File: src/hw/blimp_pkg.sv
// Blimp core shared definitions
// Widths, operation classes, channel payload structs and the
// instruction field helpers used by every unit of the core
package blimp_pkg;

  // ---------------------------------------------------------------------
  // Widths
  // ---------------------------------------------------------------------
  parameter int xlen = 32;

  typedef logic [xlen-1:0] word_t;
  typedef logic [31:0]     addr_t;
  typedef logic [4:0]      areg_t;

  // Upper bounds, modules use only the low bits they need
  parameter int seq_max_bits  = 6;
  parameter int preg_max_bits = 7;

  typedef enum logic [1:0] {
    op_add  = 2'd0,
    op_addi = 2'd1,
    op_mul  = 2'd2
  } op_e;

  // ---------------------------------------------------------------------
  // Channel payloads
  // ---------------------------------------------------------------------
  typedef struct packed { addr_t addr; } mem_req_t;
  typedef struct packed { word_t inst; } mem_resp_t;
  typedef struct packed { addr_t pc; word_t inst; } f2d_t;

  typedef struct packed {
    logic [seq_max_bits-1:0]  seq;
    addr_t                    pc;
    op_e                      op;
    word_t                    op_a;
    word_t                    op_b;
    logic [preg_max_bits-1:0] pdst;
    // Previous mapping of waddr, freed at commit
    logic [preg_max_bits-1:0] pold;
    logic                     wen;
    areg_t                    waddr;
  } d2x_t;

  typedef struct packed {
    logic [seq_max_bits-1:0]  seq;
    logic [preg_max_bits-1:0] pdst;
    logic                     wen;
    areg_t                    waddr;
    word_t                    wdata;
  } x2w_t;

  typedef struct packed {
    logic                     val;
    logic [seq_max_bits-1:0]  seq;
    logic [preg_max_bits-1:0] pdst;
    word_t                    wdata;
  } complete_t;

  typedef struct packed {
    logic                     val;
    logic [seq_max_bits-1:0]  seq;
    addr_t                    pc;
    areg_t                    waddr;
    word_t                    wdata;
    logic                     wen;
    logic [preg_max_bits-1:0] pold;
  } commit_t;

  typedef struct packed {
    addr_t pc;
    areg_t waddr;
    word_t wdata;
    logic  wen;
  } trace_t;

  // ---------------------------------------------------------------------
  // Instruction fields
  // ---------------------------------------------------------------------
  // Only add, addi and mul exist, so opcode and funct7[0] suffice
  function automatic op_e decode_op(word_t inst);
    if (inst[6:0] == 7'b0010011) return op_addi;
    if (inst[25]) return op_mul;
    return op_add;
  endfunction

  // I-type immediate, sign extended
  function automatic word_t imm_i(word_t inst);
    return {{20{inst[31]}}, inst[31:20]};
  endfunction

endpackage

File: src/hw/pipelined_multiplier.sv
// Blimp multiplier pipe
// Product computed on entry, then carried down a shift chain of
// p_mul_stages stages that freezes as a whole under back-pressure
`timescale 1ns/100ps

module pipelined_multiplier #(
  parameter int p_mul_stages = 4
) (
  input  logic            clk,
  input  logic            rst_n,
  input  blimp_pkg::d2x_t d2x_mul,
  input  logic            d2x_mul_val,
  output logic            d2x_mul_rdy,
  output blimp_pkg::x2w_t x2w_mul,
  output logic            x2w_mul_val,
  input  logic            x2w_rdy
);
  import blimp_pkg::*;

  logic [p_mul_stages-1:0] stg_val;
  x2w_t                    stg_data [p_mul_stages];
  x2w_t                    in_data;
  logic                    advance;

  // Chain moves when the last stage is empty or accepted
  assign advance     = ~stg_val[p_mul_stages-1] | x2w_rdy;
  assign d2x_mul_rdy = advance;

  always_comb begin
    in_data       = '0;
    in_data.seq   = d2x_mul.seq;
    in_data.pdst  = d2x_mul.pdst;
    in_data.wen   = d2x_mul.wen;
    in_data.waddr = d2x_mul.waddr;
    // Low 32 bits of the product
    in_data.wdata = d2x_mul.op_a * d2x_mul.op_b;
  end

  always_ff @(posedge clk or negedge rst_n) begin
    if (!rst_n) begin
      stg_val <= '0;
    end else if (advance) begin
      stg_val[0] <= d2x_mul_val;
      for (int i = 1; i < p_mul_stages; i++) begin
        stg_val[i] <= stg_val[i-1];
      end
    end
  end

  always_ff @(posedge clk) begin
    if (advance) begin
      stg_data[0] <= in_data;
      for (int i = 1; i < p_mul_stages; i++) begin
        stg_data[i] <= stg_data[i-1];
      end
    end
  end

  assign x2w_mul     = stg_data[p_mul_stages-1];
  assign x2w_mul_val = stg_val[p_mul_stages-1];

endmodule

File: config.mk
export PLATFORM = sky130hd
export DESIGN_NAME = pipelined_multiplier
export DESIGN_NICKNAME = d
export VERILOG_FILES = /design/src/hw/blimp_pkg.sv /design/src/hw/pipelined_multiplier.sv
export SDC_FILE = /design/constraint.sdc
export NUM_CORES = 1
export LEC_CHECK = 0
export ABC_AREA = 0
export BUFFER_PORTS_ARGS = -buffer_cell sky130_fd_sc_hd__buf_4
export CAP_MARGIN = 20
export CORE_UTILIZATION = 25
export CTS_CLUSTER_SIZE = 12
export DETAILED_ROUTE_END_ITERATION = 8
export GPL_ROUTABILITY_DRIVEN = 0
export PLACE_DENSITY = 0.46
export SKIP_LAST_GASP = 1
export SLEW_MARGIN = 20
export SYNTH_ARGS = -nofsm -noshare
export SYNTH_HDL_FRONTEND = slang
export SYNTH_SLANG_ARGS = --single-unit
export TNS_END_PERCENT = 10
File: constraint.sdc
create_clock -name clk -period 10.7 [get_ports clk]
set_clock_uncertainty 0.15 [all_clocks]
set_input_delay 2.14 -clock clk [delete_from_list [all_inputs] [get_ports clk]]
set_output_delay 2.14 -clock clk [all_outputs]
set_load 0.005 [all_outputs]
==> flow_summary.ini <==
[run_status]
status = finished clean

[timing]
rsz0062_at_grt = false
worst_slew_pin_slew_ps = 889.5
finalHoldViolCount = 0
slew-limit-headroom_pct = 40.70
min_period_over_period_pct = 79.40
finalSetupViolations = 0
fmax_mhz = 117.7
drv_slew = 0
layout_min_cycle_time_ps = 8495
timing.setup.tns_ps = 0

[routing]
drt_wl_total_mm = 56.93
drcViolationCount = 0
initialDrtViolationCount = 673
ant_nets = 0
firstDrtPassIters = 5
vias = 13410
vias_per_cell = 4.219
wire_per_inst_um = 17.92

[setup_path]
endpoint = stg_data[0][29]
crit_arrival_ps = 8620
r2r_slack_ps = 7930
r2r-end = stg_data[2][29]
crit_start = d2x_mul[22]
crit_chain = buf_4 -> and2_1 -> fa_1 -> inv_1 -> fa_1 -> fa_1 -> inv_1 -> fa_1 -> ha_1 -> ha_1 -> inv_1 -> fa_1 -> inv_1 -> fa_1 -> ha_1 -> a211o_1 -> o311ai_2 -> a31o_1 -> nand2_1 -> a211oi_2 -> o41ai_2 -> xor2_1
cp_common_cell = fa_1
path_buf_inv = 5
path_depth = 22
end_kind = flip-flop
ff2ff_path_depth = 3
crit_fanout = 30
timing.rr.start = stg_val[3]
crit_path_top_delay_cell = fa_1
critical-path-max-stage-delay_ps = 530
cp_top_family = adder cells
crit_type = in2reg
cp.required_ps = 10820
critPathLaunchType = primary input

[clock_network]
postCtsResizedCells = 0
cts-root-buf = clkbuf_16
cts_buffer_depth = 3
numCtsBuffers = 24
clkLatencyLatePin_ps = 540
holdBufCountCts = 0
cts.clk_slew.worst_paths_ps = 60
cts_tree = built
cts_setup_buffers = 0
clock_sinks = 208
cts_max_level = 1

[placement]
dp_hpwl_mm = 43.38
io_buffers = 139

[grt]
grt_pass1_vias = 15200
grt_max_degree = 69
grt_pass1_wl_mm = 89.63
top_usage_layer = met2
grt_util_met1_pct = 16.43
global_route.usage.met3_pct = 1.007
grt_overflow = 0
antenna_found_initial = 3
grt_usage_pct = 13.10
use_met2_pct = 24.20

[finish]
layout.area.seq_sq_um = 6226
fillers = 9125
final_layout_size_suffix_gt1_share_pct = 9.199
final_nets = 2666
layout_common_cells = 408 x fa_1, 369 x and2_1, 358 x inv_1
mostFrequentLayoutCell = fa_1
areaGrowthSynthToFinish_pct = 13.28
multi_input_area_sq_um = 14180

[synth]
synth-warning-count = 0
seq_area_frac_synth_pct = 28.23
synthesis.area_sq_um = 22050
netlist.area_leader.share_pct = 37.03
synth_cell_types = 44
synth_area_leader_cell = fa_1
synthFlopType = edfxtp_1
synth-seq-cells = 208
syn_inst = 1923
synth_enable_flop_cells = 204
syn-num-nets = 2582
synth-async-reset-ratio_pct = 1.923
synth.avg_cell_area_sq_um = 11.47
synthTopCellsByArea = fa_1 37%, edfxtp_1 28%, and2_1 10%, ha_1 7.0%, inv_1 6.1%

[min_path]
hold_class = reg2reg
hold_depth = 0

[floorplan]
core_area_sq_um = 87020
dieArea_sq_um = 89410
start_util_pct = 25.34
io_pins = 181
die_y_um = 299.0
num_rows = 108
chipWidth_um = 299.0

[flow_run]
cap_violations = 0
[synthesized netlist by cell type, types with 2 or more instances]
cell and n:
ha_1 123, inv_1 358, nor2_1 10, a211oi_2 2, o21ai_0 7, and2_1 369, o21a_1 2, nand3_1 4
dfrtp_1 4, a31oi_1 2, xor2_1 24, a211oi_1 4, o21ai_1 6, clkbuf_1 84, a21o_1 12, nand2b_1 3
xnor2_1 62, nor3_1 2, o21bai_1 3, fa_1 408, a21oi_1 20, edfxtp_1 204, o41ai_2 2, nand2_1 184
nand4_1 3, mux2_2 3
[layer usage]
metal  up-vias  share of wire [%]
met3        56                3.3
met5         -                  0
met4         0                2.2
met1      7127                 42
met2       241                 52
li1       5983                  -
[flip-flops by register name (all words and copies together), names as in the netlist]
signal	flops
stg_data	204
stg_val	4
[how the worst min path moves through the flow]
stage,start,endpoint
4_1_cts,stg_data[0][3],stg_data[1][3]
5_1_grt,stg_data[0][3],stg_data[1][3]
3_5_place_dp,stg_data[0][15],stg_data[1][15]
3_3_place_gp,stg_data[1][47],stg_data[2][47]
2_1_floorplan,stg_data[0][0],stg_data[1][0]
6_report,stg_data[0][3],stg_data[1][3]
[through the flow]
step	cell area (sq um)	worst slack (ps)	cells	util (%)	hold slack [ps]
global route	24980	2000	3178	28.71	258.7
detailed placement	24260	1493	3136	27.88	254.5
floorplan	22050	1254	1923	-	250.3
finish	24980	2205	3178	28.71	258.6
global placement	24260	1600	3136	27.88	250.6
CTS	24980	2076	3177	28.71	259.2
[area by class of cell]
cell class	instances	area share, %
Clock inverter	10	0.3806
Timing Repair Buffer	142	4.267
Antenna cell	1	0.01002
Inverter	358	5.379
Multi-Input combinational cell	1273	56.75
Tap cell	1155	5.785
Clock buffer	31	2.509
Sequential cell	208	24.92
[logic make-up (layout without fill, tap and decap cells)]
| kind of cell | count (synthesis) | count (layout) | synth area share (%) |
|---|---|---|---|
| multiplexers | 3 | 3 | 0.1532 |
| XOR/XNOR | 86 | 86 | 3.415 |
| flip-flops | 208 | 208 | 28.23 |
| other | 0 | 1 | 0 |
| AO/OA/AOI/OAI | 72 | 72 | 2.388 |
| buffers and inverters | 442 | 541 | 7.523 |
| adder cells (fa/ha/maj) | 531 | 531 | 44.01 |
| AND/OR/NAND/NOR | 581 | 581 | 14.28 |
Power is left out: the tool's default activity adds up to more than one toggle a clock period on the data nets, which glitch-free logic cannot reach.
