$ cat config.mk
export PLATFORM = sky130hd
export DESIGN_NAME = fetch_unit
export DESIGN_NICKNAME = d
export VERILOG_FILES = /design/src/hw/blimp_pkg.sv /design/src/hw/fetch_unit.sv
export SDC_FILE = /design/constraint.sdc
export NUM_CORES = 1
export LEC_CHECK = 0
export BUFFER_PORTS_ARGS = -buffer_cell sky130_fd_sc_hd__buf_2
export CAP_MARGIN = 20
export CORE_MARGIN = 3
export CORE_UTILIZATION = 40
export CTS_BUF_LIST = sky130_fd_sc_hd__clkbuf_8
export DETAILED_ROUTE_END_ITERATION = 8
export HOLD_SLACK_MARGIN = 0.06
export SLEW_MARGIN = 0
export SYNTH_ARGS = -nofsm -noshare
export SYNTH_HDL_FRONTEND = slang
export SYNTH_SLANG_ARGS = --single-unit
$ cat constraint.sdc
create_clock -name clk -period 2.8 [get_ports clk]
set_clock_uncertainty 0.05 [all_clocks]
set_input_delay 0.14 -clock clk [delete_from_list [all_inputs] [get_ports clk]]
set_output_delay 0.14 -clock clk [all_outputs]
set_load 0.005 [all_outputs]
$ cat src/hw/blimp_pkg.sv
// Blimp core shared definitions
// Widths, operation classes, channel payload structs and the
// instruction field helpers used by every unit of the core
package blimp_pkg;

  // ---------------------------------------------------------------------
  // Widths
  // ---------------------------------------------------------------------
  parameter int xlen = 32;

  typedef logic [xlen-1:0] word_t;
  typedef logic [31:0]     addr_t;
  typedef logic [4:0]      areg_t;

  // Upper bounds, modules use only the low bits they need
  parameter int seq_max_bits  = 6;
  parameter int preg_max_bits = 7;

  typedef enum logic [1:0] {
    op_add  = 2'd0,
    op_addi = 2'd1,
    op_mul  = 2'd2
  } op_e;

  // ---------------------------------------------------------------------
  // Channel payloads
  // ---------------------------------------------------------------------
  typedef struct packed { addr_t addr; } mem_req_t;
  typedef struct packed { word_t inst; } mem_resp_t;
  typedef struct packed { addr_t pc; word_t inst; } f2d_t;

  typedef struct packed {
    logic [seq_max_bits-1:0]  seq;
    addr_t                    pc;
    op_e                      op;
    word_t                    op_a;
    word_t                    op_b;
    logic [preg_max_bits-1:0] pdst;
    // Previous mapping of waddr, freed at commit
    logic [preg_max_bits-1:0] pold;
    logic                     wen;
    areg_t                    waddr;
  } d2x_t;

  typedef struct packed {
    logic [seq_max_bits-1:0]  seq;
    logic [preg_max_bits-1:0] pdst;
    logic                     wen;
    areg_t                    waddr;
    word_t                    wdata;
  } x2w_t;

  typedef struct packed {
    logic                     val;
    logic [seq_max_bits-1:0]  seq;
    logic [preg_max_bits-1:0] pdst;
    word_t                    wdata;
  } complete_t;

  typedef struct packed {
    logic                     val;
    logic [seq_max_bits-1:0]  seq;
    addr_t                    pc;
    areg_t                    waddr;
    word_t                    wdata;
    logic                     wen;
    logic [preg_max_bits-1:0] pold;
  } commit_t;

  typedef struct packed {
    addr_t pc;
    areg_t waddr;
    word_t wdata;
    logic  wen;
  } trace_t;

  // ---------------------------------------------------------------------
  // Instruction fields
  // ---------------------------------------------------------------------
  // Only add, addi and mul exist, so opcode and funct7[0] suffice
  function automatic op_e decode_op(word_t inst);
    if (inst[6:0] == 7'b0010011) return op_addi;
    if (inst[25]) return op_mul;
    return op_add;
  endfunction

  // I-type immediate, sign extended
  function automatic word_t imm_i(word_t inst);
    return {{20{inst[31]}}, inst[31:20]};
  endfunction

endpackage

$ cat src/hw/fetch_unit.sv
// Blimp fetch unit
// Streams sequential PCs to instruction memory with one request in
// flight and buffers each response, paired with its PC, toward decode
`timescale 1ns/100ps

module fetch_unit (
  input  logic                 clk,
  input  logic                 rst_n,
  output blimp_pkg::mem_req_t  imem_req,
  output logic                 imem_req_val,
  input  logic                 imem_req_rdy,
  input  blimp_pkg::mem_resp_t imem_resp,
  input  logic                 imem_resp_val,
  output logic                 imem_resp_rdy,
  output blimp_pkg::f2d_t      f2d,
  output logic                 f2d_val,
  input  logic                 f2d_rdy
);
  import blimp_pkg::*;

  addr_t pc;
  addr_t req_pc;
  logic  started;
  logic  in_flight;
  logic  req_fire;
  logic  resp_fire;

  // No request until one cycle after reset
  assign imem_req_val  = started & ~in_flight;
  assign imem_req.addr = pc;
  assign req_fire      = imem_req_val & imem_req_rdy;

  // Take a response only when the buffer is free or draining
  assign imem_resp_rdy = ~f2d_val | f2d_rdy;
  assign resp_fire     = imem_resp_val & imem_resp_rdy;

  always_ff @(posedge clk or negedge rst_n) begin
    if (!rst_n) begin
      pc        <= '0;
      req_pc    <= '0;
      started   <= 1'b0;
      in_flight <= 1'b0;
      f2d_val   <= 1'b0;
      f2d       <= '0;
    end else begin
      started <= 1'b1;
      // Advance pc per accepted request, remember its address
      if (req_fire) begin
        pc        <= pc + 32'd4;
        req_pc    <= pc;
        in_flight <= 1'b1;
      end else if (resp_fire) begin
        in_flight <= 1'b0;
      end
      // One-entry buffer toward decode
      if (resp_fire) begin
        f2d_val  <= 1'b1;
        f2d.pc   <= req_pc;
        f2d.inst <= imem_resp.inst;
      end else if (f2d_rdy) begin
        f2d_val <= 1'b0;
      end
    end
  end

endmodule

==> impl_metrics.csv <==
group,metric,value,unit
place,port_buffers,131,
worst_setup_path,crit_arrival,2.19,ns
routing,drc,0,
layout,layout-drive-gt1-share,0.401,
sta,fin_tns_setup,0,ns
clock_network,cts_tree,"done",
routing,drt-total-wl,10500,um
layout,multi_input_area,0.00167,mm^2
floorplanning,dieArea,0.0136,mm^2
worst_setup_path,crit_path_end_kind,"flop",
worst_setup_path,critical_path_class,"flop to flop",
routing,drt-wirelength-per-cell,14.5,um
sta,rsz0062_at_grt,"false",
routing,num_vias,3463,
clock_network,post_cts_resized,0,
layout,syn_to_final_growth,32.1,%
sta,slew_violations,0,
synth,ys_ff_latch,125,
place,dp_slack,0.864,ns
place,gp_congestion,0.783,
sta,max-slew-margin-rel,0.503,
synth,synth.distinct_cells,25,
clock_network,numCtsBuffers,17,
clock_network,hold_buffers,35,
synth,yosys_warnings,0,
power_and_ir_drop,p_leak,3.45,nW
floorplanning,rows,39,
floorplanning,dieHeight,117,um
place,dp_hpwl,7010,um
power_and_ir_drop,p_per_area,638,mW/mm^2
sta,fin_crit_sh,0.685,
global_route,grt_pass1_wl,16700,um
clock_network,cts_root_buf,"clkbuf_8",
global_route,grtUsageTotal,0.160,
global_route,antenna_found_initial,0,
sta,timing.fmax,521,MHz
global_route,grt_max_degree,65,
layout,n_antenna_cell,0,
sta,tightestPinTransition,0.740,ns
clock_network,cts_setup_buffers,0,
worst_setup_path,required,3.07,ns
synth,syn_area_per_cell,12.6,um^2
synth,synth-seq-area-share,0.639,
floorplanning,initial_core_util,0.418,
layout,seq_area,0.00313,mm^2
worst_hold_path,holdCritPathClass,"primary input to flop",
sta,hold_violations,0,
clock_network,cts_sinks,125,
sta,layout_setup_ws,0.881,ns
routing,viasPerCell,4.80,
worst_setup_path,cp-start-kind,"flop",
worst_setup_path,cp_max_fo,14,
clock_network,cts_buffer_depth,2,
clock_network,clkTransAtPathRegs,0.07,ns
layout,fill_cells,1003,
routing,first_iter_violations,126,
synth,syn_area,0.00489,mm^2
status,status,"completed",
routing,ant_nets,0,
routing,drt_first_pass_iters,4,
global_route,grt_pass1_vias,3468,
run,maxCapViolCount,0,
floorplanning,io_pins,136,
sta,setup_viol,0,
synth,syn-instance-count,390,
sta,min_period,1.92,ns
floorplanning,core_area,0.0117,mm^2
clock_network,clk-insertion-delay-late,0.43,ns
global_route,overflow,0,
clock_network,htreeDepth,4,
layout,finish.net_count,604,
floorplanning,die_w,117,um
power_and_ir_drop,irDropWorstVdd,0.405,mV
[power breakdown]
part	switching [mW]	total, mW	internal [mW]
Clock	0.653	1.52	0.865
Sequential	0.117	2.09	1.97
Combinational	0.236	0.516	0.280
[layout make-up]
type	instances	share of cell area
Clock buffer	21	0.0447
Clock inverter	11	0.0155
Inverter	1	0.000581
Multi-Input combinational cell	248	0.259
Sequential cell	125	0.484
Tap cell	143	0.0277
Timing Repair Buffer	173	0.169
[synth_stat cells]
library cell  count  area [um^2]
conb_1            2         7.51
and4_1            1         8.76
inv_1             1         3.75
nand2b_1          2         12.5
and2_1            3         18.8
nor3_1            3         15.0
and3_1            5         31.3
nor4_4            1         21.3
buf_2             7         35.0
xnor2_1          24          210
nor2_1            4         15.0
dfrtp_1         125         3130
nand3_2           1         10.0
nor2b_1           1         6.26
nand3_1          12         60.1
ha_1              1         12.5
nand4_1          13         81.3
nor4_2            1         12.5
clkbuf_1          7         26.3
nand4b_1          1         8.76
buf_4             4         30.0
mux2_2           62          698
xor2_1            5         43.8
buf_6             1         11.3
nand2_1         103          387
[worst paths after layout]
check | startpoint | end | slack, ns | depth (start not counted)
max in group asynchronous | rst_n | f2d[38] | 1.78 | 3
max reg2reg | imem_req[6] | imem_req[23] | 0.88 | 4
max | imem_req[6] | imem_req[23] | 0.88 | 4
min in group asynchronous | rst_n | f2d[24] | 0.22 | 2
min reg2reg | req_pc[10] | req_pc[10] | 0.42 | 2
min | imem_req_rdy | req_pc[4] | 0.15 | 3
[worst max-delay path, stage by stage, from the launching register on]
cell     delay, ns
dfrtp_1       0.46
nand3_2       0.17
nor4_4        0.72
nand4_1       0.23
xnor2_1       0.17
[per-layer routing]
| layer | track usage | part of all wire | routed length (um) | vias up |
|---|---|---|---|---|
| met1 | 0.194 | 0.44 | 4620 | 1689 |
| met4 | 0.0665 | 0.015 | 158 | 0 |
| met3 | 0.0565 | 0.072 | 752 | 13 |
| met5 | 0 | 0 | 0 | - |
| li1 | - | - | - | 1640 |
| met2 | 0.261 | 0.47 | 4940 | 121 |
[per-stage QoR]
step | hold WS, ns | util | power [mW] | cells | area [um^2]
6_report | 0.154 | 0.552 | 4.12 | 722 | 6460
3_3_place_gp | 0.113 | 0.489 | 2.59 | 655 | 5720
3_5_place_dp | 0.121 | 0.489 | 2.61 | 655 | 5720
5_1_grt | 0.158 | 0.552 | 4.34 | 722 | 6460
2_1_floorplan | -0.206 | - | 2.34 | 393 | 4910
4_1_cts | 0.113 | 0.552 | 4.18 | 722 | 6460
[placed cells by master (no fill, tap or decap)]
cell	instances
nor4_4	1
mux2_2	62
nand3_1	12
nand2_2	1
buf_4	5
inv_1	5
clkbuf_8	21
nand4b_1	1
nand3_2	1
xor2_1	5
buf_12	2
nor2b_1	1
and2_1	3
dfrtp_1	125
ha_1	1
nor2_1	4
and3_1	5
nor3_1	3
and4_1	1
conb_1	5
xnor2_1	24
buf_2	130
dlygate4sd3_1	35
clkinv_2	5
nand2b_1	2
nand4_1	13
bufinv_16	2
nor4_2	1
nand2_1	102
buf_6	1
[logic make-up after synthesis]
logic type	after synthesis	share of synthesized area
other	2	0.00153
multiplexers	62	0.143
XOR/XNOR	29	0.0519
buffers and inverters	20	0.0217
flip-flops	125	0.639
AND/OR/NAND/NOR	151	0.141
adder cells (fa/ha/maj)	1	0.00256
[flip-flops by register name, summed over array words and instances (netlist names)]
signal and cells:
f2d 62, f2d_val 1, imem_req 30, in_flight 1
req_pc 30, started 1
(Power assumes the default switching activity.)
