### config.mk
export PLATFORM = sky130hd
export DESIGN_NAME = writeback_commit_unit
export DESIGN_NICKNAME = d
export VERILOG_FILES = /design/src/hw/blimp_pkg.sv /design/src/hw/writeback_commit_unit.sv
export SDC_FILE = /design/constraint.sdc
export NUM_CORES = 1
export LEC_CHECK = 0
export ABC_AREA = 0
export ABC_CLOCK_PERIOD_IN_PS = 3700
export BUFFER_PORTS_ARGS = -buffer_cell sky130_fd_sc_hd__buf_4
export CORE_UTILIZATION = 62
export CTS_CLUSTER_DIAMETER = 200
export DETAILED_ROUTE_END_ITERATION = 16
export GPL_TIMING_DRIVEN = 0
export PLACE_DENSITY = 0.85
export SYNTH_ARGS = -nofsm -noshare
export SYNTH_HDL_FRONTEND = slang
export SYNTH_SLANG_ARGS = --single-unit
export TNS_END_PERCENT = 1
### constraint.sdc
create_clock -name clk -period 3.7 [get_ports clk]
set_clock_uncertainty 0.05 [all_clocks]
set_input_delay 0.925 -clock clk [delete_from_list [all_inputs] [get_ports clk]]
set_output_delay 0.925 -clock clk [all_outputs]
set_load 0.02 [all_outputs]
### src/hw/blimp_pkg.sv
// Blimp core shared definitions
// Widths, operation classes, channel payload structs and the
// instruction field helpers used by every unit of the core
package blimp_pkg;

  // ---------------------------------------------------------------------
  // Widths
  // ---------------------------------------------------------------------
  parameter int xlen = 32;

  typedef logic [xlen-1:0] word_t;
  typedef logic [31:0]     addr_t;
  typedef logic [4:0]      areg_t;

  // Upper bounds, modules use only the low bits they need
  parameter int seq_max_bits  = 6;
  parameter int preg_max_bits = 7;

  typedef enum logic [1:0] {
    op_add  = 2'd0,
    op_addi = 2'd1,
    op_mul  = 2'd2
  } op_e;

  // ---------------------------------------------------------------------
  // Channel payloads
  // ---------------------------------------------------------------------
  typedef struct packed { addr_t addr; } mem_req_t;
  typedef struct packed { word_t inst; } mem_resp_t;
  typedef struct packed { addr_t pc; word_t inst; } f2d_t;

  typedef struct packed {
    logic [seq_max_bits-1:0]  seq;
    addr_t                    pc;
    op_e                      op;
    word_t                    op_a;
    word_t                    op_b;
    logic [preg_max_bits-1:0] pdst;
    // Previous mapping of waddr, freed at commit
    logic [preg_max_bits-1:0] pold;
    logic                     wen;
    areg_t                    waddr;
  } d2x_t;

  typedef struct packed {
    logic [seq_max_bits-1:0]  seq;
    logic [preg_max_bits-1:0] pdst;
    logic                     wen;
    areg_t                    waddr;
    word_t                    wdata;
  } x2w_t;

  typedef struct packed {
    logic                     val;
    logic [seq_max_bits-1:0]  seq;
    logic [preg_max_bits-1:0] pdst;
    word_t                    wdata;
  } complete_t;

  typedef struct packed {
    logic                     val;
    logic [seq_max_bits-1:0]  seq;
    addr_t                    pc;
    areg_t                    waddr;
    word_t                    wdata;
    logic                     wen;
    logic [preg_max_bits-1:0] pold;
  } commit_t;

  typedef struct packed {
    addr_t pc;
    areg_t waddr;
    word_t wdata;
    logic  wen;
  } trace_t;

  // ---------------------------------------------------------------------
  // Instruction fields
  // ---------------------------------------------------------------------
  // Only add, addi and mul exist, so opcode and funct7[0] suffice
  function automatic op_e decode_op(word_t inst);
    if (inst[6:0] == 7'b0010011) return op_addi;
    if (inst[25]) return op_mul;
    return op_add;
  endfunction

  // I-type immediate, sign extended
  function automatic word_t imm_i(word_t inst);
    return {{20{inst[31]}}, inst[31:20]};
  endfunction

endpackage

### src/hw/writeback_commit_unit.sv
// Blimp writeback-commit unit
// Arbitrates the execute pipes, broadcasts each completion, tracks
// in-flight instructions in a ROB indexed by sequence number and
// commits the head in program order, one per cycle
`timescale 1ns/100ps

module writeback_commit_unit #(
  parameter int p_seq_num_bits = 3
) (
  input  logic                 clk,
  input  logic                 rst_n,
  input  blimp_pkg::d2x_t      d2x_issue,
  input  logic                 d2x_issue_val,
  input  blimp_pkg::x2w_t      x2w_alu,
  input  logic                 x2w_alu_val,
  output logic                 x2w_alu_rdy,
  input  blimp_pkg::x2w_t      x2w_mul,
  input  logic                 x2w_mul_val,
  output logic                 x2w_mul_rdy,
  output blimp_pkg::complete_t complete,
  output blimp_pkg::commit_t   commit
);
  import blimp_pkg::*;

  localparam int depth = 1 << p_seq_num_bits;

  // ROB storage
  addr_t                    rob_pc    [depth];
  areg_t                    rob_waddr [depth];
  word_t                    rob_wdata [depth];
  logic [preg_max_bits-1:0] rob_pold  [depth];
  logic [depth-1:0]         rob_wen;
  logic [depth-1:0]         rob_done;

  x2w_t                      win;
  logic                      win_val;
  logic [p_seq_num_bits-1:0] win_idx;
  logic [p_seq_num_bits-1:0] iss_idx;
  logic [p_seq_num_bits-1:0] head;

  // ---------------------------------------------------------------------
  // Writeback arbiter, multiplier first
  // ---------------------------------------------------------------------
  assign x2w_mul_rdy = 1'b1;
  assign x2w_alu_rdy = ~x2w_mul_val;
  assign win_val     = x2w_mul_val | x2w_alu_val;
  assign win         = x2w_mul_val ? x2w_mul : x2w_alu;
  assign win_idx     = win.seq[p_seq_num_bits-1:0];
  assign iss_idx     = d2x_issue.seq[p_seq_num_bits-1:0];

  // Broadcast only results that land in a register
  assign complete.val   = win_val & win.wen;
  assign complete.seq   = win.seq;
  assign complete.pdst  = win.pdst;
  assign complete.wdata = win.wdata;

  // Payload written at issue and completion
  always_ff @(posedge clk) begin
    if (d2x_issue_val) begin
      rob_pc[iss_idx]    <= d2x_issue.pc;
      rob_waddr[iss_idx] <= d2x_issue.waddr;
      rob_pold[iss_idx]  <= d2x_issue.pold;
      rob_wen[iss_idx]   <= d2x_issue.wen;
    end
    if (win_val) rob_wdata[win_idx] <= win.wdata;
  end

  // ---------------------------------------------------------------------
  // Done bits and in-order commit
  // ---------------------------------------------------------------------
  always_ff @(posedge clk or negedge rst_n) begin
    if (!rst_n) begin
      rob_done <= '0;
      head     <= '0;
      commit   <= '0;
    end else begin
      if (d2x_issue_val) rob_done[iss_idx] <= 1'b0;
      if (win_val) rob_done[win_idx] <= 1'b1;
      // Head retires once its done bit is visible
      if (rob_done[head]) begin
        commit.val       <= 1'b1;
        commit.seq       <= seq_max_bits'(head);
        commit.pc        <= rob_pc[head];
        commit.waddr     <= rob_waddr[head];
        commit.wdata     <= rob_wdata[head];
        commit.wen       <= rob_wen[head];
        commit.pold      <= rob_pold[head];
        rob_done[head]   <= 1'b0;
        head             <= head + 1'b1;
      end else begin
        commit.val <= 1'b0;
      end
    end
  end

  // Each in-flight entry completes exactly once
  a_no_double_done: assert property (@(posedge clk) disable iff (!rst_n)
    win_val |-> !rob_done[win_idx]);

  // Sequence numbers from issue stay within the ROB index range
  a_seq_range: assert property (@(posedge clk) disable iff (!rst_n)
    win_val |-> ((win.seq >> p_seq_num_bits) == '0));

endmodule

==> results.md <==
* Outcome: complete, no violations
* Ys Warns at 0
* # DRC at 0
* Layout fillers at 2388
* Grt ovf at 0
* Power Density at 785 nW/um^2
* Fin. Hold Viols at 0
* Via Count at 16100
* Area Overhead vs Synth at 19.5%
* GRT met2 Usage at 50.7%
* Initial antenna violation count at 2
* Busiest grt layer: met2
* Root buffer cell: clkbuf_16
* Post-Synthesis Mean Instance Area at 17.7 sq um
* Post-synthesis sequential area ratio at 75.8%
* Largest net degree at the start of global routing at 93
* Count of state elements after synthesis at 708
* Starting utilization of the core area at 63.2%
* Post-CTS setup buffers at 0
* Core area at 43400 sq um
* Synth unique cells at 30
* Final wirelength at 67700 microns
* Most common cell after layout, fill and taps aside: edfxtp_1
* CTS tree: built
* Post-layout nets at 2141
* EDFF count, synth at 616
* Highest clock rate at 0.295 GHz
* Multi-input gate area at 6220 sq um
* Die W at 212 microns
* Die Footprint at 45100 sq um
* Row count at 76
* Leak pwr at 0.0120 uW
* Vias in the first global route at 16800
* GRT Total Usage at 30.6%
* Gates resized, CTS repair at 2
* FF+latch area at 20800 sq um
* Final worst setup slack at 0.313 ns
* Final instance area at 32800 sq um
* Crit path capture type: output pin
* Die Y at 212 microns
* Reg2reg setup slack at 0.33 ns
* Min Tclk post-route at 3.39 ns
* Worst reg2reg path endpoint: commit[40]
* CP startpoint: x2w_mul_val
* WHS at 0.168 ns
* Clock sinks at 708
* FF-to-FF path depth at 7
* Worst Tran Pin Value at 1.05 ns
* Post-place setup slack at -0.418 ns
* CTS max path bufs at 3
* Worst Path Required at 2.72 ns
* WP data arrival at 2.41 ns
* Cts hold-fix bufs at 0
* Final Setup Violations at 0
* Num CTS Buffers at 69
* Commonest cells after routing, fill and taps aside: edfxtp_1 (616), buf_4 (275), mux2_2 (197), mux2i_1 (156), dfrtp_1 (92)
* Clock transition at path regs at 0.06 ns
* Max_cap viols at 0
* I/O Pins at 363
* Vias per cell at 6.30
* Dominant synthesized flop cell: edfxtp_1
* Sum Neg Setup Slack at 0 ns
* Async SR Flop Fraction at 13.0%
* Startpoint Class: input pin
* Critical-path maximum fanout at 14
* Reg2reg start: head[2]
* Synthesized instance count at 1549
* Share of layout cells above drive strength 1 at 32.1%
* Grt met1 use at 39.2%
* CTS H-Tree Depth at 3
* Final Max Slew Viols at 0
* Drt first pass iters at 6
* Peak supply drop at 499 uV
* Gp weighted congestion at 0.825
* Crit Path Category: input pin to output pin
* Unrepaired setup endpoints after global routing: false
* Final period util at 91.5%
* First DRT Iteration DRCs at 2016
* Slew margin rel. at 30.1%
* Port Buffers at 272
* Synth Cell Area at 27400 sq um
* Met3 GRT Util at 6.26%
* DR WL/cell at 26.6 microns
* Detailed placement HPWL at 41500 microns
* Hold Crit Class: input pin to async pin
* First-pass GRT wire length at 100000 microns
* Placed inst area at 30500 sq um
* Routed Antenna Nets at 0
* Clock Latency Late Sink at 0.59 ns
==> worst max path at each step <==
| stage | depth (start not counted) | to |
|---|---|---|
| after floorplan | 4 | rob_done[1] |
| final | 4 | complete[29] |
| after CTS | 4 | complete[29] |
| after global routing | 4 | complete[29] |
| after global placement | 5 | rob_done[1] |
| after detailed placement | 5 | complete[29] |
==> metrics by stage <==
| stage | std cells | total power (uW) | util, % |
|---|---|---|---|
| after floorplan | 1551 | 15500 | - |
| after global placement | 2408 | 18500 | 69.7 |
| after detailed placement | 2423 | 18900 | 70.4 |
| after CTS | 2547 | 25700 | 75.5 |
| after global routing | 2548 | 26600 | 75.6 |
| final | 2550 | 25700 | 75.6 |
==> sequential cells by signal (all words and copies together), names as in the netlist <==
name and count:
rob_pc 256, rob_wdata 256, commit 81, rob_pold 56, rob_waddr 40, rob_done 8, rob_wen 8, head 3
==> layout make-up <==
cell class / instances / area share, %
repair buffers: 288 / 7.12
plain buffers: 97 / 1.31
flip-flops and latches: 708 / 63.5
well taps: 585 / 2.23
multi-input cells: 732 / 19.0
clock buffers: 99 / 6.12
clock inverters: 26 / 0.607
inverters: 13 / 0.149
diodes: 2 / 0.0153
==> synth_stat cells (2+ instances only) <==
| master | number | area [sq um] |
|---|---|---|
| nor2b_1 | 3 | 18.8 |
| clkbuf_1 | 60 | 225 |
| dfrtp_1 | 92 | 2300 |
| inv_1 | 12 | 45.0 |
| buf_6 | 2 | 22.5 |
| edfxtp_1 | 616 | 18500 |
| buf_4 | 4 | 30.0 |
| buf_2 | 22 | 110 |
| mux2i_1 | 156 | 1560 |
| a32oi_1 | 2 | 17.5 |
| o221ai_1 | 77 | 674 |
| mux4_2 | 3 | 67.6 |
| nor2_1 | 14 | 52.6 |
| nor3_1 | 2 | 10.0 |
| a22o_1 | 3 | 26.3 |
| nand2_1 | 89 | 334 |
| a21o_1 | 2 | 15.0 |
| mux2_2 | 197 | 2220 |
| nand2b_1 | 7 | 43.8 |
| buf_1 | 10 | 37.5 |
| conb_1 | 2 | 7.51 |
| o21ai_0 | 84 | 420 |
| a22oi_1 | 83 | 623 |
==> critical path: stages <==
cell	delay, ns
buf_4	0.23
clkdlybuf4s15_2	0.52
mux2_2	0.52
buf_4	0.21
==> metal layers <==
layer / vias to the layer above / part of all wire (%)
li1: 6846 / -
met1: 8090 / 37
met2: 950 / 50
met3: 186 / 9.3
met4: 0 / 3.9
met5: - / 0
==> where the power goes <==
part	switching [uW]	leakage (uW)	total, uW	internal [uW]
Combinational	5520	0.00426	8790	3270
Clock	2850	0.00108	6830	3980
Sequential	462	0.00671	10100	9640
==> cell families after synthesis <==
logic type | Yosys count | synth area share (%)
compound gates | 254 | 6.54
simple gates | 116 | 1.70
fa+ha+maj | 1 | 0.0456
flops | 708 | 75.8
other cells | 2 | 0.0274
mux | 357 | 14.1
buf+inv | 111 | 1.73
No activity file was read; power rests on OpenSTA's default activity.
