`config.mk`:
```
export PLATFORM = sky130hd
export DESIGN_NAME = decode_issue_unit
export DESIGN_NICKNAME = d
export VERILOG_FILES = /design/src/hw/blimp_pkg.sv /design/src/hw/decode_issue_unit.sv
export SDC_FILE = /design/constraint.sdc
export NUM_CORES = 2
export LEC_CHECK = 0
export ABC_CLOCK_PERIOD_IN_PS = 5160
export BUFFER_PORTS_ARGS = -buffer_cell sky130_fd_sc_hd__clkbuf_2
export CORE_MARGIN = 1
export CORE_UTILIZATION = 30
export CTS_CLUSTER_SIZE = 8
export DETAILED_ROUTE_END_ITERATION = 16
export PLACE_DENSITY_LB_ADDON = 0.12
export SETUP_SLACK_MARGIN = 0.5
export SYNTH_ARGS = -nofsm -noshare
export SYNTH_HDL_FRONTEND = slang
export SYNTH_SLANG_ARGS = --single-unit
export TNS_END_PERCENT = 20
```
`constraint.sdc`:
```
create_clock -name clk -period 5.16 [get_ports clk]
set_clock_uncertainty 0.1 [all_clocks]
set_input_delay 0.516 -clock clk [delete_from_list [all_inputs] [get_ports clk]]
set_output_delay 0.516 -clock clk [all_outputs]
set_load 0.02 [all_outputs]
```
`src/hw/blimp_pkg.sv`:
```
// Blimp core shared definitions
// Widths, operation classes, channel payload structs and the
// instruction field helpers used by every unit of the core
package blimp_pkg;

  // ---------------------------------------------------------------------
  // Widths
  // ---------------------------------------------------------------------
  parameter int xlen = 32;

  typedef logic [xlen-1:0] word_t;
  typedef logic [31:0]     addr_t;
  typedef logic [4:0]      areg_t;

  // Upper bounds, modules use only the low bits they need
  parameter int seq_max_bits  = 6;
  parameter int preg_max_bits = 7;

  typedef enum logic [1:0] {
    op_add  = 2'd0,
    op_addi = 2'd1,
    op_mul  = 2'd2
  } op_e;

  // ---------------------------------------------------------------------
  // Channel payloads
  // ---------------------------------------------------------------------
  typedef struct packed { addr_t addr; } mem_req_t;
  typedef struct packed { word_t inst; } mem_resp_t;
  typedef struct packed { addr_t pc; word_t inst; } f2d_t;

  typedef struct packed {
    logic [seq_max_bits-1:0]  seq;
    addr_t                    pc;
    op_e                      op;
    word_t                    op_a;
    word_t                    op_b;
    logic [preg_max_bits-1:0] pdst;
    // Previous mapping of waddr, freed at commit
    logic [preg_max_bits-1:0] pold;
    logic                     wen;
    areg_t                    waddr;
  } d2x_t;

  typedef struct packed {
    logic [seq_max_bits-1:0]  seq;
    logic [preg_max_bits-1:0] pdst;
    logic                     wen;
    areg_t                    waddr;
    word_t                    wdata;
  } x2w_t;

  typedef struct packed {
    logic                     val;
    logic [seq_max_bits-1:0]  seq;
    logic [preg_max_bits-1:0] pdst;
    word_t                    wdata;
  } complete_t;

  typedef struct packed {
    logic                     val;
    logic [seq_max_bits-1:0]  seq;
    addr_t                    pc;
    areg_t                    waddr;
    word_t                    wdata;
    logic                     wen;
    logic [preg_max_bits-1:0] pold;
  } commit_t;

  typedef struct packed {
    addr_t pc;
    areg_t waddr;
    word_t wdata;
    logic  wen;
  } trace_t;

  // ---------------------------------------------------------------------
  // Instruction fields
  // ---------------------------------------------------------------------
  // Only add, addi and mul exist, so opcode and funct7[0] suffice
  function automatic op_e decode_op(word_t inst);
    if (inst[6:0] == 7'b0010011) return op_addi;
    if (inst[25]) return op_mul;
    return op_add;
  endfunction

  // I-type immediate, sign extended
  function automatic word_t imm_i(word_t inst);
    return {{20{inst[31]}}, inst[31:20]};
  endfunction

endpackage

```
`src/hw/decode_issue_unit.sv`:
```
// Blimp decode-issue unit
// Renames each instruction onto physical registers, tracks ready bits
// and the physical register file, and issues in order to the ALU or
// multiplier pipe once operands, a free register and a ROB slot exist
`timescale 1ns/100ps

module decode_issue_unit #(
  parameter int p_seq_num_bits  = 3,
  parameter int p_num_phys_regs = 40
) (
  input  logic                 clk,
  input  logic                 rst_n,
  input  blimp_pkg::f2d_t      f2d,
  input  logic                 f2d_val,
  output logic                 f2d_rdy,
  output blimp_pkg::d2x_t      d2x_alu,
  output logic                 d2x_alu_val,
  input  logic                 alu_rdy,
  output blimp_pkg::d2x_t      d2x_mul,
  output logic                 d2x_mul_val,
  input  logic                 mul_rdy,
  input  blimp_pkg::complete_t complete,
  input  blimp_pkg::commit_t   commit
);
  import blimp_pkg::*;

  localparam int pw = $clog2(p_num_phys_regs);

  // Rename state and register file
  logic [pw-1:0]              rename_tbl [32];
  logic [p_num_phys_regs-1:0] free_list;
  logic [p_num_phys_regs-1:0] ready;
  word_t                      prf [p_num_phys_regs];
  logic [p_seq_num_bits-1:0]  seq_next;
  logic [p_seq_num_bits:0]    in_flight;

  op_e           op;
  areg_t         rs1, rs2, rd;
  logic [pw-1:0] prs1, prs2, pold, pnew, cpl_pdst, cmt_pold;
  logic          byp1, byp2, src1_ok, src2_ok;
  logic          need_preg, have_preg, rob_ok, pipe_ok, go, issue;
  word_t         rs1_val, rs2_val;
  d2x_t          d2x;

  assign op       = decode_op(f2d.inst);
  assign rd       = f2d.inst[11:7];
  assign rs1      = f2d.inst[19:15];
  assign rs2      = f2d.inst[24:20];
  assign prs1     = rename_tbl[rs1];
  assign prs2     = rename_tbl[rs2];
  assign pold     = rename_tbl[rd];
  assign cpl_pdst = complete.pdst[pw-1:0];
  assign cmt_pold = commit.pold[pw-1:0];

  // Lowest free physical register
  always_comb begin
    pnew = '0;
    for (int i = p_num_phys_regs - 1; i >= 0; i--) begin
      if (free_list[i]) pnew = pw'(i);
    end
  end
  assign have_preg = |free_list;

  // Same-cycle completion bypass
  assign byp1    = complete.val && (cpl_pdst == prs1);
  assign byp2    = complete.val && (cpl_pdst == prs2);
  assign src1_ok = ready[prs1] | byp1;
  assign src2_ok = ready[prs2] | byp2 | (op == op_addi);
  assign rs1_val = byp1 ? complete.wdata : prf[prs1];
  assign rs2_val = byp2 ? complete.wdata : prf[prs2];

  // x0 stays pinned to physical 0, so x0 writes carry no destination
  assign need_preg = (rd != 5'd0);
  // Top bit set means every ROB slot is taken
  assign rob_ok    = ~in_flight[p_seq_num_bits];
  assign pipe_ok   = (op == op_mul) ? mul_rdy : alu_rdy;
  assign go        = src1_ok & src2_ok & (have_preg | ~need_preg) & rob_ok & pipe_ok;
  assign f2d_rdy   = go;
  assign issue     = f2d_val & go;

  always_comb begin
    d2x       = '0;
    d2x.seq   = seq_max_bits'(seq_next);
    d2x.pc    = f2d.pc;
    d2x.op    = op;
    d2x.op_a  = rs1_val;
    d2x.op_b  = (op == op_addi) ? imm_i(f2d.inst) : rs2_val;
    d2x.pdst  = need_preg ? preg_max_bits'(pnew) : '0;
    d2x.pold  = preg_max_bits'(pold);
    d2x.wen   = need_preg;
    d2x.waddr = rd;
  end

  // Same payload to both pipes, valid steers it
  assign d2x_alu     = d2x;
  assign d2x_mul     = d2x;
  assign d2x_alu_val = issue & (op != op_mul);
  assign d2x_mul_val = issue & (op == op_mul);

  always_ff @(posedge clk or negedge rst_n) begin
    if (!rst_n) begin
      // Identity map, registers above 31 free, all values zero
      for (int i = 0; i < 32; i++) begin
        rename_tbl[i] <= pw'(i);
      end
      for (int i = 0; i < p_num_phys_regs; i++) begin
        free_list[i] <= (i >= 32);
        ready[i]     <= 1'b1;
        prf[i]       <= '0;
      end
      seq_next  <= '0;
      in_flight <= '0;
    end else begin
      if (complete.val) begin
        prf[cpl_pdst]   <= complete.wdata;
        ready[cpl_pdst] <= 1'b1;
      end
      // Old mapping returns to the pool at commit
      if (commit.val && commit.wen) free_list[cmt_pold] <= 1'b1;
      if (issue) begin
        seq_next <= seq_next + 1'b1;
        if (need_preg) begin
          rename_tbl[rd]  <= pnew;
          free_list[pnew] <= 1'b0;
          ready[pnew]     <= 1'b0;
        end
      end
      case ({issue, commit.val})
        2'b10:   in_flight <= in_flight + 1'b1;
        2'b01:   in_flight <= in_flight - 1'b1;
        default: in_flight <= in_flight;
      endcase
    end
  end

  // Completions land only on registers still waiting for a value
  a_cpl_pending: assert property (@(posedge clk) disable iff (!rst_n)
    complete.val |-> !ready[cpl_pdst]);

  // An old mapping freed at commit is not already in the pool
  a_no_double_free: assert property (@(posedge clk) disable iff (!rst_n)
    (commit.val && commit.wen) |-> !free_list[cmt_pold]);

endmodule

```
==> out/qor.yml <==
status: "complete, but fails checks"
violations: "setup timing"
synthArstFlopShare_pct: 100.0
grt_usage_pct: 24.71
met1_length_um: 172500
worst_ep_required_time_ns: 4.54
timing.fmax_ghz: 0.1715
vias_per_cell: 5.648
syn_avg_cell_area_um2: 10.13
final_cell_count_no_fill: 13500
final_cell_mix: "dfrtp_1 (1,419), mux2_2 (1,418), nand2_1 (1,184)"
fin_ws_ns: -0.6716
root_buffer: "clkbuf_16"
clock_latency_ns: 0.92
yosysUniqueCellTypes: 76
drive_gt1_share_pct: 37.56
path_class: "reg2out"
wire_per_inst_um: 29.50
multi_input_area_um2: 50400
period_share_pct: 113.0
hold_class: "in2reg"
slew_headroom_pct: 13.18
final_nets: 9549
synth-xor-area-share_pct: 0.1714
clk_path_buf_depth: 4
antenna_left: 0
synth-edff-count: 0
grt_max_degree: 157
grt_pass1_wl_um: 560700
rows: 202
synth_seq_cells: 1559
drc: 0
grt-ovfl-total: 0
p_leak_uw: 0.04830
yosysSeqAreaShare_pct: 42.58
dp.cells: 12970
setup_viol: 131
htreeDepth: 4
min_period_ns: 5.832
synth_mux_area_share_pct: 25.84
synth_top_family_by_area: "multiplexers"
synth_adder_area_share_pct: 0.07616
seqCellArea_um2: 39190
area_delta_synth_final_pct: 23.28
die_area_um2: 308900
arrival_ns: 5.22
io_buffer_count: 257
die_x_um: 555.8
firstDrtPassIters: 6
die_h_um: 555.8
tns_ns: -39.61
cts_num_sinks: 1559
cts_tree: "yes"
hold_viol: 0
hold_slack_ns: 0.01939
powerDensity_nw_per_um2: 372.9
yosysWarnings: 0
yosys.area_share.simple_pct: 13.83
hpwlAfterDp_um: 235000
place_congestion: 0.8616
grt_pass1_vias: 74870
ir_drop_mv: 0.2549
end_kind: "primary output"
final_common_cell: "dfrtp_1"
power_uw: 42290
antenna_found_initial: 16
rsz0062_at_grt: "yes"
cap_violations: 0
critPathLaunchType: "register"
crit_fanout: 7
clk_pin_slew_ns: 0.06
synth_compound_area_share_pct: 12.14
ioPinCount: 450
wirelength_um: 398200
core_um2: 304000
netlist_area_um2: 92000
dr_wl_met3_um: 21440
drv_slew: 0
synthesis.instances: 9085
first_iter_violations: 6941
top_layer: "met4"
vias: 76240
worst_pin_slew_ns: 1.300
cts_buffers: 224
start_util_pct: 30.26
wl_met2_um: 187500
fill_cells: 29700
ys.flop_type: "dfrtp_1"
place_worst_setup_slack_ns: -0.4105
-- worst max-delay path: stages (launching register included) --
cell	delay, ns
dfrtp_2	0.44
mux4_2	0.47
mux4_2	0.64
buf_6	0.19
mux2_8	0.32
buf_6	0.13
buf_16	0.17
buf_16	0.18
buf_12	0.15
buf_8	0.12
nor2_2	0.09
nor2_1	0.04
o211ai_1	0.19
o211ai_1	0.23
nand4_1	0.29
o211ai_1	0.17
o21ai_2	0.14
o21ai_2	0.11
clkbuf_8	0.18
-- layout make-up --
cell class,instances,share of cell area (%)
Multi-Input combinational cell,6442,44.44
Sequential cell,1559,34.55
Antenna cell,8,0.01765
Tap cell,4080,4.501
Clock inverter,2,0.03199
Clock buffer,291,5.263
Inverter,35,0.1158
Timing Repair Buffer,1083,11.08
-- flip-flops by register name, summed over array words and instances, names as in the netlist --
name / cells
prf: 1280
rename_tbl: 192
free_list: 40
ready: 40
in_flight: 4
seq_next: 3
-- synthesized netlist by cell type (all sizes together) (3+ instances only) --
cell / n / area share [%]
mux2: 1473 / 18
dfrtp: 1431 / 39
nand2: 1213 / 4.9
nor2: 780 / 3.2
clkbuf: 678 / 2.8
a211oi: 386 / 3.1
buf: 381 / 2.5
mux2i: 333 / 3.6
and2: 318 / 2.2
nand3: 258 / 1.4
a21oi: 248 / 1.3
a31oi: 240 / 1.6
o211ai: 227 / 1.9
o21ai: 215 / 1.2
mux4: 164 / 4.0
a311oi: 153 / 1.5
dfstp: 128 / 3.7
nor3: 51 / 0.29
a22oi: 48 / 0.39
nor4: 45 / 0.79
nand4: 37 / 0.27
inv: 35 / 0.14
o21a: 23 / 0.19
o211a: 21 / 0.23
o221ai: 21 / 0.20
a32oi: 18 / 0.17
nand3b: 18 / 0.15
nor2b: 18 / 0.12
and3: 17 / 0.12
o311a: 11 / 0.12
xnor2: 11 / 0.10
nand2b: 10 / 0.068
nor3b: 10 / 0.082
o31ai: 7 / 0.057
or3: 7 / 0.048
xor2: 7 / 0.067
and3b: 5 / 0.048
ha: 4 / 0.054
nand4b: 4 / 0.038
or4: 4 / 0.033
o2111ai: 3 / 0.029
-- where the power goes --
group          internal (uW)  total, uW  leakage, uW  switching (uW)
logic                   5940      13400       0.0250            7470
registers              14000      15300       0.0204            1360
clock network           7880      13600      0.00292            5680
total                  27800      42300       0.0483           14500
-- worst paths after layout --
kind / startpoint / endpoint / slack, ns / depth (start not counted)
hold reg to reg: rename_tbl[186] / rename_tbl[186] / 0.33 / 0
setup / recovery: rename_tbl[61] / d2x_alu[29] / -0.67 / 18
hold / removal: commit[83] / in_flight[0] / 0.02 / 3
setup reg to reg: rename_tbl[61] / rename_tbl[80] / -0.07 / 19
max in group asynchronous: rst_n / rename_tbl[65] / 3.24 / 3
min in group asynchronous: rst_n / prf[922] / 0.18 / 2
-- routing by layer --
metal  vias to the layer above  track usage, %
li1                      33110               -
met1                     39730           32.96
met2                      2714           40.54
met3                       685           3.225
met4                         0           9.525
met5                         -               0
-- stage by stage --
| step | utilization, % | instance area (um2) |
|---|---|---|
| 2_1_floorplan | - | 92190 |
| 3_3_place_gp | 33.07 | 100600 |
| 3_5_place_dp | 33.07 | 100600 |
| 4_1_cts | 36.09 | 109700 |
| 5_1_grt | 37.30 | 113400 |
| 6_report | 37.30 | 113400 |
-- cell families after synthesis --
family,count (synthesis)
simple gates,2804
mux,1970
compound gates,1634
flops,1559
buf+inv,1094
xor+xnor,18
fa+ha+maj,5
other cells,1
-- repair_timing --
action / CTS / global route
hold buffers: 11 / 0
buffers inserted: 56 / 90
endpoints found under the hold margin: 86 / 0
pin swaps: 111 / 206
endpoints found under the setup margin: 350 / 396
gates cloned: 31 / 37
gates resized for setup: 398 / 488
Power figures use the tool's default switching activity.
